## src/logic/idu_pkg.sv

```systemverilog
`default_nettype none

package idu_pkg;

    typedef logic [31:0] xlen_t;
    typedef logic [31:0] pc_t;
    typedef logic [31:0] inst_t;
    typedef logic [4:0]  reg_addr_t;
    typedef logic [11:0] csr_addr_t;

    localparam logic [6:0] OPC_OP      = 7'b011_0011;
    localparam logic [6:0] OPC_OP_IMM  = 7'b001_0011;
    localparam logic [6:0] OPC_LOAD    = 7'b000_0011;
    localparam logic [6:0] OPC_STORE   = 7'b010_0011;
    localparam logic [6:0] OPC_BRANCH  = 7'b110_0011;
    localparam logic [6:0] OPC_JAL     = 7'b110_1111;
    localparam logic [6:0] OPC_JALR    = 7'b110_0111;
    localparam logic [6:0] OPC_LUI     = 7'b011_0111;
    localparam logic [6:0] OPC_AUIPC   = 7'b001_0111;
    localparam logic [6:0] OPC_SYSTEM  = 7'b111_0011;

    localparam logic [2:0] F3_ADD      = 3'd0; // also sub
    localparam logic [2:0] F3_SLL      = 3'd1;
    localparam logic [2:0] F3_SLT      = 3'd2;
    localparam logic [2:0] F3_SLTU     = 3'd3;
    localparam logic [2:0] F3_XOR      = 3'd4;
    localparam logic [2:0] F3_SR       = 3'd5; // srl and sra
    localparam logic [2:0] F3_OR       = 3'd6;
    localparam logic [2:0] F3_AND      = 3'd7;

    localparam logic [2:0] F3_MUL      = 3'd0;
    localparam logic [2:0] F3_MULH     = 3'd1;
    localparam logic [2:0] F3_MULHU    = 3'd3;
    localparam logic [2:0] F3_DIV      = 3'd4;
    localparam logic [2:0] F3_DIVU     = 3'd5;
    localparam logic [2:0] F3_REM      = 3'd6;
    localparam logic [2:0] F3_REMU     = 3'd7;

    localparam logic [2:0] F3_LB       = 3'd0;
    localparam logic [2:0] F3_LH       = 3'd1;
    localparam logic [2:0] F3_LW       = 3'd2;
    localparam logic [2:0] F3_LBU      = 3'd4;
    localparam logic [2:0] F3_LHU      = 3'd5;
    localparam logic [2:0] F3_SB       = 3'd0;
    localparam logic [2:0] F3_SH       = 3'd1;
    localparam logic [2:0] F3_SW       = 3'd2;

    localparam logic [2:0] F3_BEQ      = 3'd0;
    localparam logic [2:0] F3_BNE      = 3'd1;
    localparam logic [2:0] F3_BLT      = 3'd4;
    localparam logic [2:0] F3_BGE      = 3'd5;
    localparam logic [2:0] F3_BLTU     = 3'd6;
    localparam logic [2:0] F3_BGEU     = 3'd7;
    localparam logic [2:0] F3_JALR     = 3'd0;

    localparam logic [2:0] F3_PRIV     = 3'd0; // ecall, ebreak, mret
    localparam logic [2:0] F3_CSRRW    = 3'd1;
    localparam logic [2:0] F3_CSRRS    = 3'd2;

    localparam logic [6:0] F7_BASE     = 7'h00;
    localparam logic [6:0] F7_ALT      = 7'h20; // sub, sra, srai
    localparam logic [6:0] F7_MULDIV   = 7'h01;

    localparam logic [11:0] F12_ECALL  = 12'h000;
    localparam logic [11:0] F12_EBREAK = 12'h001;
    localparam logic [11:0] F12_MRET   = 12'h302;

    localparam csr_addr_t CSR_MTVEC    = 12'h305;
    localparam csr_addr_t CSR_MEPC     = 12'h341;

    typedef enum logic [3:0] {
        INST_NOP, INST_RR, INST_RI, INST_LOAD, INST_STORE, INST_BRANCH,
        INST_JAL, INST_JALR, INST_LUI, INST_AUIPC, INST_CSRR
    } inst_type_e;

    typedef enum logic [4:0] {
        ALU_NOP, ALU_ADD, ALU_SUB, ALU_XOR, ALU_OR, ALU_AND, ALU_SLL, ALU_SRL,
        ALU_SRA, ALU_SLT, ALU_SLTU, ALU_JUMP, ALU_LUI, ALU_AUIPC, ALU_CSRR,
        ALU_MUL, ALU_MULH, ALU_MULHU, ALU_DIV, ALU_DIVU, ALU_REM, ALU_REMU
    } alu_op_e;

    typedef enum logic [3:0] {
        LSU_NOP, LSU_LB, LSU_LH, LSU_LW, LSU_LBU, LSU_LHU, LSU_SB, LSU_SH, LSU_SW
    } lsu_op_e;

    typedef enum logic [3:0] {
        BPU_NOP, BPU_BEQ, BPU_BNE, BPU_BLT, BPU_BGE, BPU_BLTU, BPU_BGEU, BPU_JAL, BPU_JALR
    } bpu_op_e;

    typedef enum logic [2:0] {
        CSR_NOP, CSR_CSRRW, CSR_CSRRS, CSR_ECALL, CSR_MRET
    } csr_op_e;

    typedef enum logic [0:0] {
        WSEL_ALU, WSEL_LSU
    } wsel_e;

    typedef struct packed {
        inst_type_e inst_type;
        alu_op_e    alu_op;
        lsu_op_e    lsu_op;
        bpu_op_e    bpu_op;
        csr_op_e    csr_op;
        wsel_e      wsel;
        logic       wena;
        reg_addr_t  waddr;
        logic       csr_wena;
        csr_addr_t  csr_waddr;
        logic       csr_rena;
        csr_addr_t  csr_raddr;
        logic       ebreak;
        logic       illegal;
    } dec_ctrl_t;

    typedef struct packed {
        pc_t       pc;
        xlen_t     imm;
        xlen_t     op_a;
        xlen_t     op_b;
        xlen_t     rs2_data; // store data
        dec_ctrl_t ctrl;
    } issue_t;

endpackage

`default_nettype wire
```

## src/logic/idu_top.sv

```systemverilog
`timescale 1ns/1ns
`default_nettype none

module idu_top
    import idu_pkg::*;
(
    input  wire            clk_i,
    input  wire            rst_n_i,
    input  wire            inst_valid_i,
    input  wire pc_t       pc_i,
    input  wire inst_t     inst_i,
    input  wire            wb_en_i,
    input  wire reg_addr_t wb_addr_i,
    input  wire xlen_t     wb_data_i,
    output logic           issue_valid_o,
    output issue_t         issue_o
);

    dec_ctrl_t ctrl;
    xlen_t     imm;
    logic      rena1;
    logic      rena2;
    reg_addr_t raddr1;
    reg_addr_t raddr2;
    xlen_t     rs1_data;
    xlen_t     rs2_data;

    inst_decoder u_decoder (
        .inst_i   (inst_i),
        .ctrl_o   (ctrl),
        .imm_o    (imm),
        .rena1_o  (rena1),
        .rena2_o  (rena2),
        .raddr1_o (raddr1),
        .raddr2_o (raddr2)
    );

    reg_file u_reg_file (
        .clk_i    (clk_i),
        .rst_n_i  (rst_n_i),
        .we_i     (wb_en_i),
        .waddr_i  (wb_addr_i),
        .wdata_i  (wb_data_i),
        .raddr1_i (raddr1),
        .raddr2_i (raddr2),
        .rdata1_o (rs1_data),
        .rdata2_o (rs2_data)
    );

    operand_issue u_issue (
        .clk_i      (clk_i),
        .rst_n_i    (rst_n_i),
        .valid_i    (inst_valid_i),
        .pc_i       (pc_i),
        .ctrl_i     (ctrl),
        .imm_i      (imm),
        .rena1_i    (rena1),
        .rena2_i    (rena2),
        .rs1_data_i (rs1_data),
        .rs2_data_i (rs2_data),
        .valid_o    (issue_valid_o),
        .issue_o    (issue_o)
    );

endmodule

`default_nettype wire

```

## src/logic/operand_issue.sv

```systemverilog
`timescale 1ns/1ns
`default_nettype none

module operand_issue
    import idu_pkg::*;
(
    input  wire            clk_i,
    input  wire            rst_n_i,
    input  wire            valid_i,
    input  wire pc_t       pc_i,
    input  wire dec_ctrl_t ctrl_i,
    input  wire xlen_t     imm_i,
    input  wire            rena1_i,
    input  wire            rena2_i,
    input  wire xlen_t     rs1_data_i,
    input  wire xlen_t     rs2_data_i,
    output logic           valid_o,
    output issue_t         issue_o
);

    xlen_t op_a;
    xlen_t op_b;
    logic  pc_as_a;

    assign pc_as_a = ctrl_i.inst_type inside {INST_AUIPC, INST_JAL, INST_JALR};
    assign op_a    = pc_as_a ? pc_i : (rena1_i ? rs1_data_i : '0);

    // store address is rs1 + imm, rs2 rides along as store data
    assign op_b = rena2_i ? rs2_data_i : imm_i;

    always_ff @(posedge clk_i) begin
        if (!rst_n_i) begin
            valid_o <= 1'b0;
            issue_o <= '0;
        end else begin
            valid_o <= valid_i;
            if (valid_i) begin
                issue_o.pc       <= pc_i;
                issue_o.imm      <= imm_i;
                issue_o.op_a     <= op_a;
                issue_o.op_b     <= op_b;
                issue_o.rs2_data <= rs2_data_i;
                issue_o.ctrl     <= ctrl_i;
            end
        end
    end

    reset_quiet: assert property (@(posedge clk_i) !rst_n_i |=> !valid_o && issue_o == '0)
        else $error("issue register not clear after reset");

endmodule

`default_nettype wire

```

## src/logic/reg_file.sv

```systemverilog
`timescale 1ns/1ns
`default_nettype none

module reg_file
    import idu_pkg::*;
(
    input  wire            clk_i,
    input  wire            rst_n_i,
    input  wire            we_i,
    input  wire reg_addr_t waddr_i,
    input  wire xlen_t     wdata_i,
    input  wire reg_addr_t raddr1_i,
    input  wire reg_addr_t raddr2_i,
    output xlen_t          rdata1_o,
    output xlen_t          rdata2_o
);

    xlen_t regs [1:31]; // x0 has no storage
    logic  wr_live;

    assign wr_live = we_i && (waddr_i != '0);

    always_ff @(posedge clk_i) begin
        if (!rst_n_i) begin
            for (int i = 1; i < 32; i++) begin
                regs[i] <= '0;
            end
        end else if (wr_live) begin
            regs[waddr_i] <= wdata_i;
        end
    end

    // writeback in the same cycle is forwarded
    assign rdata1_o = (raddr1_i == '0) ? '0 :
                      (wr_live && raddr1_i == waddr_i) ? wdata_i : regs[raddr1_i];
    assign rdata2_o = (raddr2_i == '0) ? '0 :
                      (wr_live && raddr2_i == waddr_i) ? wdata_i : regs[raddr2_i];

    // a write aimed at x0 never becomes visible later
    x0_stays_zero: assert property (@(posedge clk_i) disable iff (!rst_n_i)
        (we_i && waddr_i == '0) |=>
            (raddr1_i != '0 || rdata1_o == '0) && (raddr2_i != '0 || rdata2_o == '0))
        else $error("x0 read back nonzero");

endmodule

`default_nettype wire

```

## src/logic/inst_decoder.sv

```systemverilog
`timescale 1ns/1ns
`default_nettype none

module inst_decoder
    import idu_pkg::*;
(
    input  wire inst_t inst_i,
    output dec_ctrl_t  ctrl_o,
    output xlen_t      imm_o,
    output logic       rena1_o,
    output logic       rena2_o,
    output reg_addr_t  raddr1_o,
    output reg_addr_t  raddr2_o
);

    logic [6:0]  opcode;
    logic [2:0]  funct3;
    logic [6:0]  funct7;
    logic [11:0] funct12;
    reg_addr_t   rd;
    xlen_t       imm_i;
    xlen_t       imm_s;
    xlen_t       imm_b;
    xlen_t       imm_u;
    xlen_t       imm_j;
    logic        legal;

    assign opcode  = inst_i[6:0];
    assign rd      = inst_i[11:7];
    assign funct3  = inst_i[14:12];
    assign funct7  = inst_i[31:25];
    assign funct12 = inst_i[31:20];

    assign imm_i = {{20{inst_i[31]}}, inst_i[31:20]};
    assign imm_s = {{20{inst_i[31]}}, inst_i[31:25], inst_i[11:7]};
    assign imm_b = {{19{inst_i[31]}}, inst_i[31], inst_i[7], inst_i[30:25], inst_i[11:8], 1'b0};
    assign imm_u = {inst_i[31:12], 12'h000};
    assign imm_j = {{11{inst_i[31]}}, inst_i[31], inst_i[19:12], inst_i[20], inst_i[30:21], 1'b0};

    assign raddr1_o = inst_i[19:15];
    assign raddr2_o = inst_i[24:20];

    // shared by reg-reg and reg-imm forms
    function automatic alu_op_e alu_base(logic [2:0] f3);
        case (f3)
            F3_ADD:  return ALU_ADD;
            F3_SLL:  return ALU_SLL;
            F3_SLT:  return ALU_SLT;
            F3_SLTU: return ALU_SLTU;
            F3_XOR:  return ALU_XOR;
            F3_SR:   return ALU_SRL;
            F3_OR:   return ALU_OR;
            F3_AND:  return ALU_AND;
            default: return ALU_NOP;
        endcase
    endfunction

    always_comb begin
        ctrl_o       = '0;
        imm_o        = '0;
        rena1_o      = 1'b0;
        rena2_o      = 1'b0;
        legal        = 1'b1;
        ctrl_o.waddr = rd;
        case (opcode)
            OPC_OP: begin
                ctrl_o.inst_type = INST_RR;
                ctrl_o.wena      = 1'b1;
                rena1_o          = 1'b1;
                rena2_o          = 1'b1;
                if (funct7 == F7_MULDIV) begin
                    case (funct3)
                        F3_MUL:   ctrl_o.alu_op = ALU_MUL;
                        F3_MULH:  ctrl_o.alu_op = ALU_MULH;
                        F3_MULHU: ctrl_o.alu_op = ALU_MULHU;
                        F3_DIV:   ctrl_o.alu_op = ALU_DIV;
                        F3_DIVU:  ctrl_o.alu_op = ALU_DIVU;
                        F3_REM:   ctrl_o.alu_op = ALU_REM;
                        F3_REMU:  ctrl_o.alu_op = ALU_REMU;
                        default:  legal = 1'b0; // mulhsu not in this core
                    endcase
                end else if (funct7 == F7_ALT) begin
                    case (funct3)
                        F3_ADD:  ctrl_o.alu_op = ALU_SUB;
                        F3_SR:   ctrl_o.alu_op = ALU_SRA;
                        default: legal = 1'b0;
                    endcase
                end else if (funct7 == F7_BASE) begin
                    ctrl_o.alu_op = alu_base(funct3);
                end else begin
                    legal = 1'b0;
                end
            end
            OPC_OP_IMM: begin
                ctrl_o.inst_type = INST_RI;
                ctrl_o.wena      = 1'b1;
                ctrl_o.alu_op    = alu_base(funct3);
                rena1_o          = 1'b1;
                imm_o            = imm_i;
                if (funct3 == F3_SLL && funct7 != F7_BASE)
                    legal = 1'b0;
                if (funct3 == F3_SR && funct7 == F7_ALT)
                    ctrl_o.alu_op = ALU_SRA;
                else if (funct3 == F3_SR && funct7 != F7_BASE)
                    legal = 1'b0;
            end
            OPC_LOAD: begin
                ctrl_o.inst_type = INST_LOAD;
                ctrl_o.wena      = 1'b1;
                ctrl_o.wsel      = WSEL_LSU;
                rena1_o          = 1'b1;
                imm_o            = imm_i;
                case (funct3)
                    F3_LB:   ctrl_o.lsu_op = LSU_LB;
                    F3_LH:   ctrl_o.lsu_op = LSU_LH;
                    F3_LW:   ctrl_o.lsu_op = LSU_LW;
                    F3_LBU:  ctrl_o.lsu_op = LSU_LBU;
                    F3_LHU:  ctrl_o.lsu_op = LSU_LHU;
                    default: legal = 1'b0;
                endcase
            end
            OPC_STORE: begin
                ctrl_o.inst_type = INST_STORE;
                rena1_o          = 1'b1; // rs2 goes out as store data, not as an operand
                imm_o            = imm_s;
                case (funct3)
                    F3_SB:   ctrl_o.lsu_op = LSU_SB;
                    F3_SH:   ctrl_o.lsu_op = LSU_SH;
                    F3_SW:   ctrl_o.lsu_op = LSU_SW;
                    default: legal = 1'b0;
                endcase
            end
            OPC_BRANCH: begin
                ctrl_o.inst_type = INST_BRANCH;
                rena1_o          = 1'b1;
                rena2_o          = 1'b1;
                imm_o            = imm_b;
                case (funct3)
                    F3_BEQ:  ctrl_o.bpu_op = BPU_BEQ;
                    F3_BNE:  ctrl_o.bpu_op = BPU_BNE;
                    F3_BLT:  ctrl_o.bpu_op = BPU_BLT;
                    F3_BGE:  ctrl_o.bpu_op = BPU_BGE;
                    F3_BLTU: ctrl_o.bpu_op = BPU_BLTU;
                    F3_BGEU: ctrl_o.bpu_op = BPU_BGEU;
                    default: legal = 1'b0;
                endcase
            end
            OPC_JAL: begin
                ctrl_o.inst_type = INST_JAL;
                ctrl_o.alu_op    = ALU_JUMP; // link address pc + 4
                ctrl_o.bpu_op    = BPU_JAL;
                ctrl_o.wena      = 1'b1;
                imm_o            = imm_j;
            end
            OPC_JALR: begin
                ctrl_o.inst_type = INST_JALR;
                ctrl_o.alu_op    = ALU_JUMP;
                ctrl_o.bpu_op    = BPU_JALR;
                ctrl_o.wena      = 1'b1;
                rena1_o          = 1'b1;
                imm_o            = imm_i;
                legal            = (funct3 == F3_JALR);
            end
            OPC_LUI: begin
                ctrl_o.inst_type = INST_LUI;
                ctrl_o.alu_op    = ALU_LUI;
                ctrl_o.wena      = 1'b1;
                imm_o            = imm_u;
            end
            OPC_AUIPC: begin
                ctrl_o.inst_type = INST_AUIPC;
                ctrl_o.alu_op    = ALU_AUIPC;
                ctrl_o.wena      = 1'b1;
                imm_o            = imm_u;
            end
            OPC_SYSTEM: begin
                ctrl_o.inst_type = INST_CSRR;
                case (funct3)
                    F3_CSRRW, F3_CSRRS: begin
                        ctrl_o.alu_op    = ALU_CSRR;
                        ctrl_o.csr_op    = (funct3 == F3_CSRRW) ? CSR_CSRRW : CSR_CSRRS;
                        ctrl_o.wena      = 1'b1;
                        ctrl_o.csr_wena  = 1'b1;
                        ctrl_o.csr_rena  = 1'b1;
                        ctrl_o.csr_waddr = imm_i[11:0];
                        ctrl_o.csr_raddr = imm_i[11:0];
                        rena1_o          = 1'b1;
                        imm_o            = imm_i;
                    end
                    F3_PRIV: begin
                        case (funct12)
                            F12_ECALL: begin
                                ctrl_o.csr_op    = CSR_ECALL;
                                ctrl_o.csr_wena  = 1'b1; // save pc to mepc
                                ctrl_o.csr_waddr = CSR_MEPC;
                                ctrl_o.csr_rena  = 1'b1; // trap target
                                ctrl_o.csr_raddr = CSR_MTVEC;
                            end
                            F12_MRET: begin
                                ctrl_o.csr_op    = CSR_MRET;
                                ctrl_o.csr_rena  = 1'b1;
                                ctrl_o.csr_raddr = CSR_MEPC;
                            end
                            F12_EBREAK: ctrl_o.ebreak = 1'b1;
                            default:    legal = 1'b0;
                        endcase
                    end
                    default: legal = 1'b0;
                endcase
            end
            default: legal = 1'b0;
        endcase
        if (!legal) begin
            ctrl_o  = '0;
            imm_o   = '0;
            rena1_o = 1'b0;
            rena2_o = 1'b0;
        end
        ctrl_o.illegal = !legal;
    end

    // an unknown word must not disturb any architectural state downstream
    always_comb begin
        assert (!ctrl_o.illegal || (!ctrl_o.wena && !ctrl_o.csr_wena && ctrl_o.lsu_op == LSU_NOP))
            else $error("illegal instruction %h decoded with side effects", inst_i);
    end

endmodule

`default_nettype wire

```

## config.mk

```make
export PLATFORM = sky130hd
export DESIGN_NAME = idu_top
export DESIGN_NICKNAME = d
export VERILOG_FILES = /design/src/logic/idu_pkg.sv /design/src/logic/idu_top.sv /design/src/logic/operand_issue.sv /design/src/logic/reg_file.sv /design/src/logic/inst_decoder.sv
export SDC_FILE = /design/constraint.sdc
export NUM_CORES = 2
export LEC_CHECK = 0
export BUFFER_PORTS_ARGS = -buffer_cell sky130_fd_sc_hd__buf_2
export CAP_MARGIN = 25
export CORE_ASPECT_RATIO = 1.1
export CORE_MARGIN = 2
export CORE_UTILIZATION = 62
export DETAILED_ROUTE_END_ITERATION = 8
export GPL_TIMING_DRIVEN = 0
export PLACE_DENSITY = 0.85
export REMOVE_ABC_BUFFERS = 1
export SLEW_MARGIN = 0
export SYNTH_ARGS = -nofsm -noshare
export SYNTH_HDL_FRONTEND = slang
export SYNTH_HIERARCHICAL = 1
export SYNTH_SLANG_ARGS = --single-unit
```

## constraint.sdc

```tcl
create_clock -name clk_i -period 4.9 [get_ports clk_i]
set_clock_uncertainty 0.1 [all_clocks]
set_input_delay 0.245 -clock clk_i [delete_from_list [all_inputs] [get_ports clk_i]]
set_output_delay 0.245 -clock clk_i [all_outputs]
set_load 0.05 [all_outputs]
```

==> impl_results.md <==
- Result of the run: finished clean
- FF-to-FF setup slack: 1830 ps
- Reg clk slew, reported paths: ~60 ps
- Clock power share: 0.373
- Final worst slack: around 160 ps
- Grt total ovfl: 0
- Largest cells by area after synthesis: edfxtp_1 (46%), mux4_2 (12%), and2_1 (9.2%)
- Placed instance count: ~6300
- FF-to-FF Start: u_reg_file/regs[28][19]$_SDFFCE_PN0P_
- Count leader, synth: edfxtp_1
- Slew margin rel.: 0.190
- Reg power frac: 0.490
- Cell area after synthesis: approximately 0.066 mm2
- Total Nets Final: approximately 5300
- Layout fillers: approximately 6500
- Post-synthesis xor/xnor area fraction: 0.00159
- Pwr/cell area: around 340 mW/mm2
- Synth Area in Compound Gates: 0.0693
- Core ar.: ~0.11 mm2
- Post-Synth Simple-Gate Area: 0.144
- Ys flop type: edfxtp_1
- Post-synth top area share: 0.465
- Max H-tree Level: 3
- CTS buffer count: about 120
- Synthesized area per cell: 13.1 um2
- Peak supply drop: 0.000289 V
- Pre-CTS setup slack: approximately 70 ps
- CP arrival: between 5000 and 6000 ps
- Global-route wire length before repair: ~300000 um
- Yosys reg bits: ~1200
- Largest net degree at the start of global routing: between 150 and 200
- Post-CTS setup buffers: 0
- Internal Dissipation: ~19 mW
- Cells after Synth: 5047
- TritonCTS clock tree: built
- Switching share of power: 0.260
- Initial antenna violation count: 17
- WL/cell: 31.9 um
- Clock latency at the later pin of the worst-skew pair: 720 ps
- Hold Crit Class: input pin to flop
- Final ANT Viol Nets: 0
- Leakage: 27.4 nW
- Die X: 315 um
- Hpwl dp: 132000 um
- Worst r2r dst: u_issue/issue_o[106]$_SDFFE_PN0P_
- DIE HEIGHT: between 300 and 400 um
- Vias in the first global route: 48844
- Max Buffers Root-to-Sink: 3
- YS warnings: 6
- FP Rows: 125
- Max_cap viols: 0
- Fin. max-slew vios: 0
- Multiplexer share of the synthesized area: 0.212
- Startpoint Class: input pin
- Final Cycle Share: 0.967
- Adder-Cell Fraction of Synth Area: 0
- Fin crit period: between 4000 and 5000 ps
- Final setup fails: 0
- CTS Sinks: about 1200
- Comb power frac: 0.138
- Depth of the most critical reg-to-reg path: 9
- Switch Pwr: 6.50 mW
- Post-synth EDFFs: about 1000
- Overall routing resource usage: 0.383
- Cts hold-fix bufs: 90
- Post-Layout Cell Count: ~6700
- DRC violations left: 0
- Slew @ Worst Pin: approximately 1200 ps
- Main combinational cell family by area after synthesis: multiplexers
- DIE AREA: 0.109 mm2
- Dominant cell type by area after synthesis: edfxtp_1
- First DRT Iteration DRCs: approximately 8500
- Critical Path Sink Type: flop
- Post-CTS Resized: 0
- Routability congestion estimate: 0.957
- Async SR Flop Fraction: 0
- Required @ worst endpoint: between 5000 and 6000 ps
- Multi-input gate area: slightly below 0.03 mm2
- Critical path fanouts, max: 26
- Synth top cells by count: edfxtp_1 (1024), and2_1 (971), mux2i_1 (488), mux4_2 (359), clkbuf_1 (338)
- Endpoints failing hold: 0
- Netlist cell types: about 80
- Vias per cell: between 7 and 8
- Worst Hold End: u_issue/issue_o[162]$_SDFFE_PN0P_
- Post-synthesis sequential area ratio: 0.530
- Initial Utilization: 0.626
- Drt pass-1 iters: 7
- Number of I/O port buffers: 320
- Via count: roughly 49000
- RSZ-0062 raised after global routing: no
- Final WL: between 200000 and 250000 um
- Setup Crit Path Kind: input pin to flop
- Final Power: about 25 mW
- HP Start: inst_i[3]
- Synth-to-layout area growth: 12.6%
- Max Clk Rate: around 0.21 GHz
- Register Area: about 0.035 mm2
- Hold Crit Depth: 5
- CTS Root Buffer Type: clkbuf_16
- Proportion of layout cells with a drive suffix above 1: 0.216
- # IOs: between 300 and 400
-- flip-flops by register name, summed over array words and instances, names as in the netlist --
name	count
u_issue/valid_o	1
u_issue/issue_o	215
u_reg_file/regs	1024
-- layout by cell type, fill, tap and decap left out, types with 45 or more instances in the layout --
master	instances
edfxtp_1	1024
mux2i_1	488
dlygate4sd3_1	90
and2_1	970
nand2_1	206
o21ai_0	81
o22ai_1	52
nor3_1	55
a211oi_1	46
clkbuf_16	125
dfxtp_1	216
nand4_1	45
nor2b_1	164
mux4_2	359
a22oi_1	67
mux2_2	68
a21oi_1	110
nor2_1	62
buf_2	316
-- worst max-delay path, cell delays in order --
cell           delay (ps)
dlygate4sd3_1         530
buf_2                 200
nor4_1                700
nand4_1               270
nor4_4                260
a211oi_1               80
and3_2                450
buf_16                270
a31oi_1               380
nand3b_1              780
nand4_1               370
a31oi_1               110
dlygate4sd3_1         570
-- cell families (layout without fill, tap and decap cells) --
group	after synthesis	count (layout)
xor gates and xnor gates	12	12
muxes	925	925
DFF	1240	1240
AOI/OAI and AO/OA	662	662
buffers and inverters	563	751
other	1	43
and+or+nand+nor	1644	1644
-- final cells by class --
cell class	instances	area share
Timing Repair Buffer	515	0.0620
Antenna cell	11	0.000370
Clock buffer	167	0.0456
Inverter	13	0.000689
Clock inverter	56	0.00702
Sequential cell	1240	0.471
Tap cell	1397	0.0235
Multi-Input combinational cell	3275	0.390
-- worst max path at each step --
stage / cells past startpoint / from / slack (ps) / end
3_5_place_dp: 12 / inst_i[20] / 70 / u_issue/issue_o[106]$_SDFFE_PN0P_
3_3_place_gp: 8 / inst_i[15] / -11260 / u_issue/issue_o[149]$_SDFFE_PN0P_
2_1_floorplan: 9 / inst_i[3] / 90 / u_issue/issue_o[100]$_SDFFE_PN0P_
4_1_cts: 13 / inst_i[28] / 410 / u_issue/issue_o[129]$_SDFFE_PN0P_
6_report: 13 / inst_i[28] / 160 / u_issue/issue_o[129]$_SDFFE_PN0P_
5_1_grt: 13 / inst_i[28] / 20 / u_issue/issue_o[129]$_SDFFE_PN0P_
-- layer usage --
| layer | part of all wire | global-route usage |
|---|---|---|
| met5 | 0.00061 | 0 |
| met4 | 0.068 | 0.232 |
| met3 | 0.16 | 0.138 |
| met2 | 0.46 | 0.605 |
| met1 | 0.31 | 0.448 |
-- power by group through the flow --
stage / combinational (mW) / clock (mW) / sequential [mW]
2_1_floorplan: 1.47 / 0 / 12.6
3_3_place_gp: 3.23 / 0 / 12.4
3_5_place_dp: 3.19 / 0 / 12.4
4_1_cts: 3.28 / 9.31 / 12.2
5_1_grt: 3.52 / 9.71 / 12.3
6_report: 3.45 / 9.33 / 12.3
-- metrics by stage --
stage / utilization / hold WS, ps / setup TNS, ps / cell area, um2
after CTS: 0.703 / 2.21 / 0 / 74300
after global routing: 0.704 / 44.5 / 0 / 74500
after floorplan: - / 244 / 0 / 63500
after global placement: 0.632 / 355 / -8449460 / 66800
final: 0.705 / 50.7 / 0 / 74500
after detailed placement: 0.658 / 362 / 0 / 69500
Note: power is estimated with default switching activity, not from simulation.
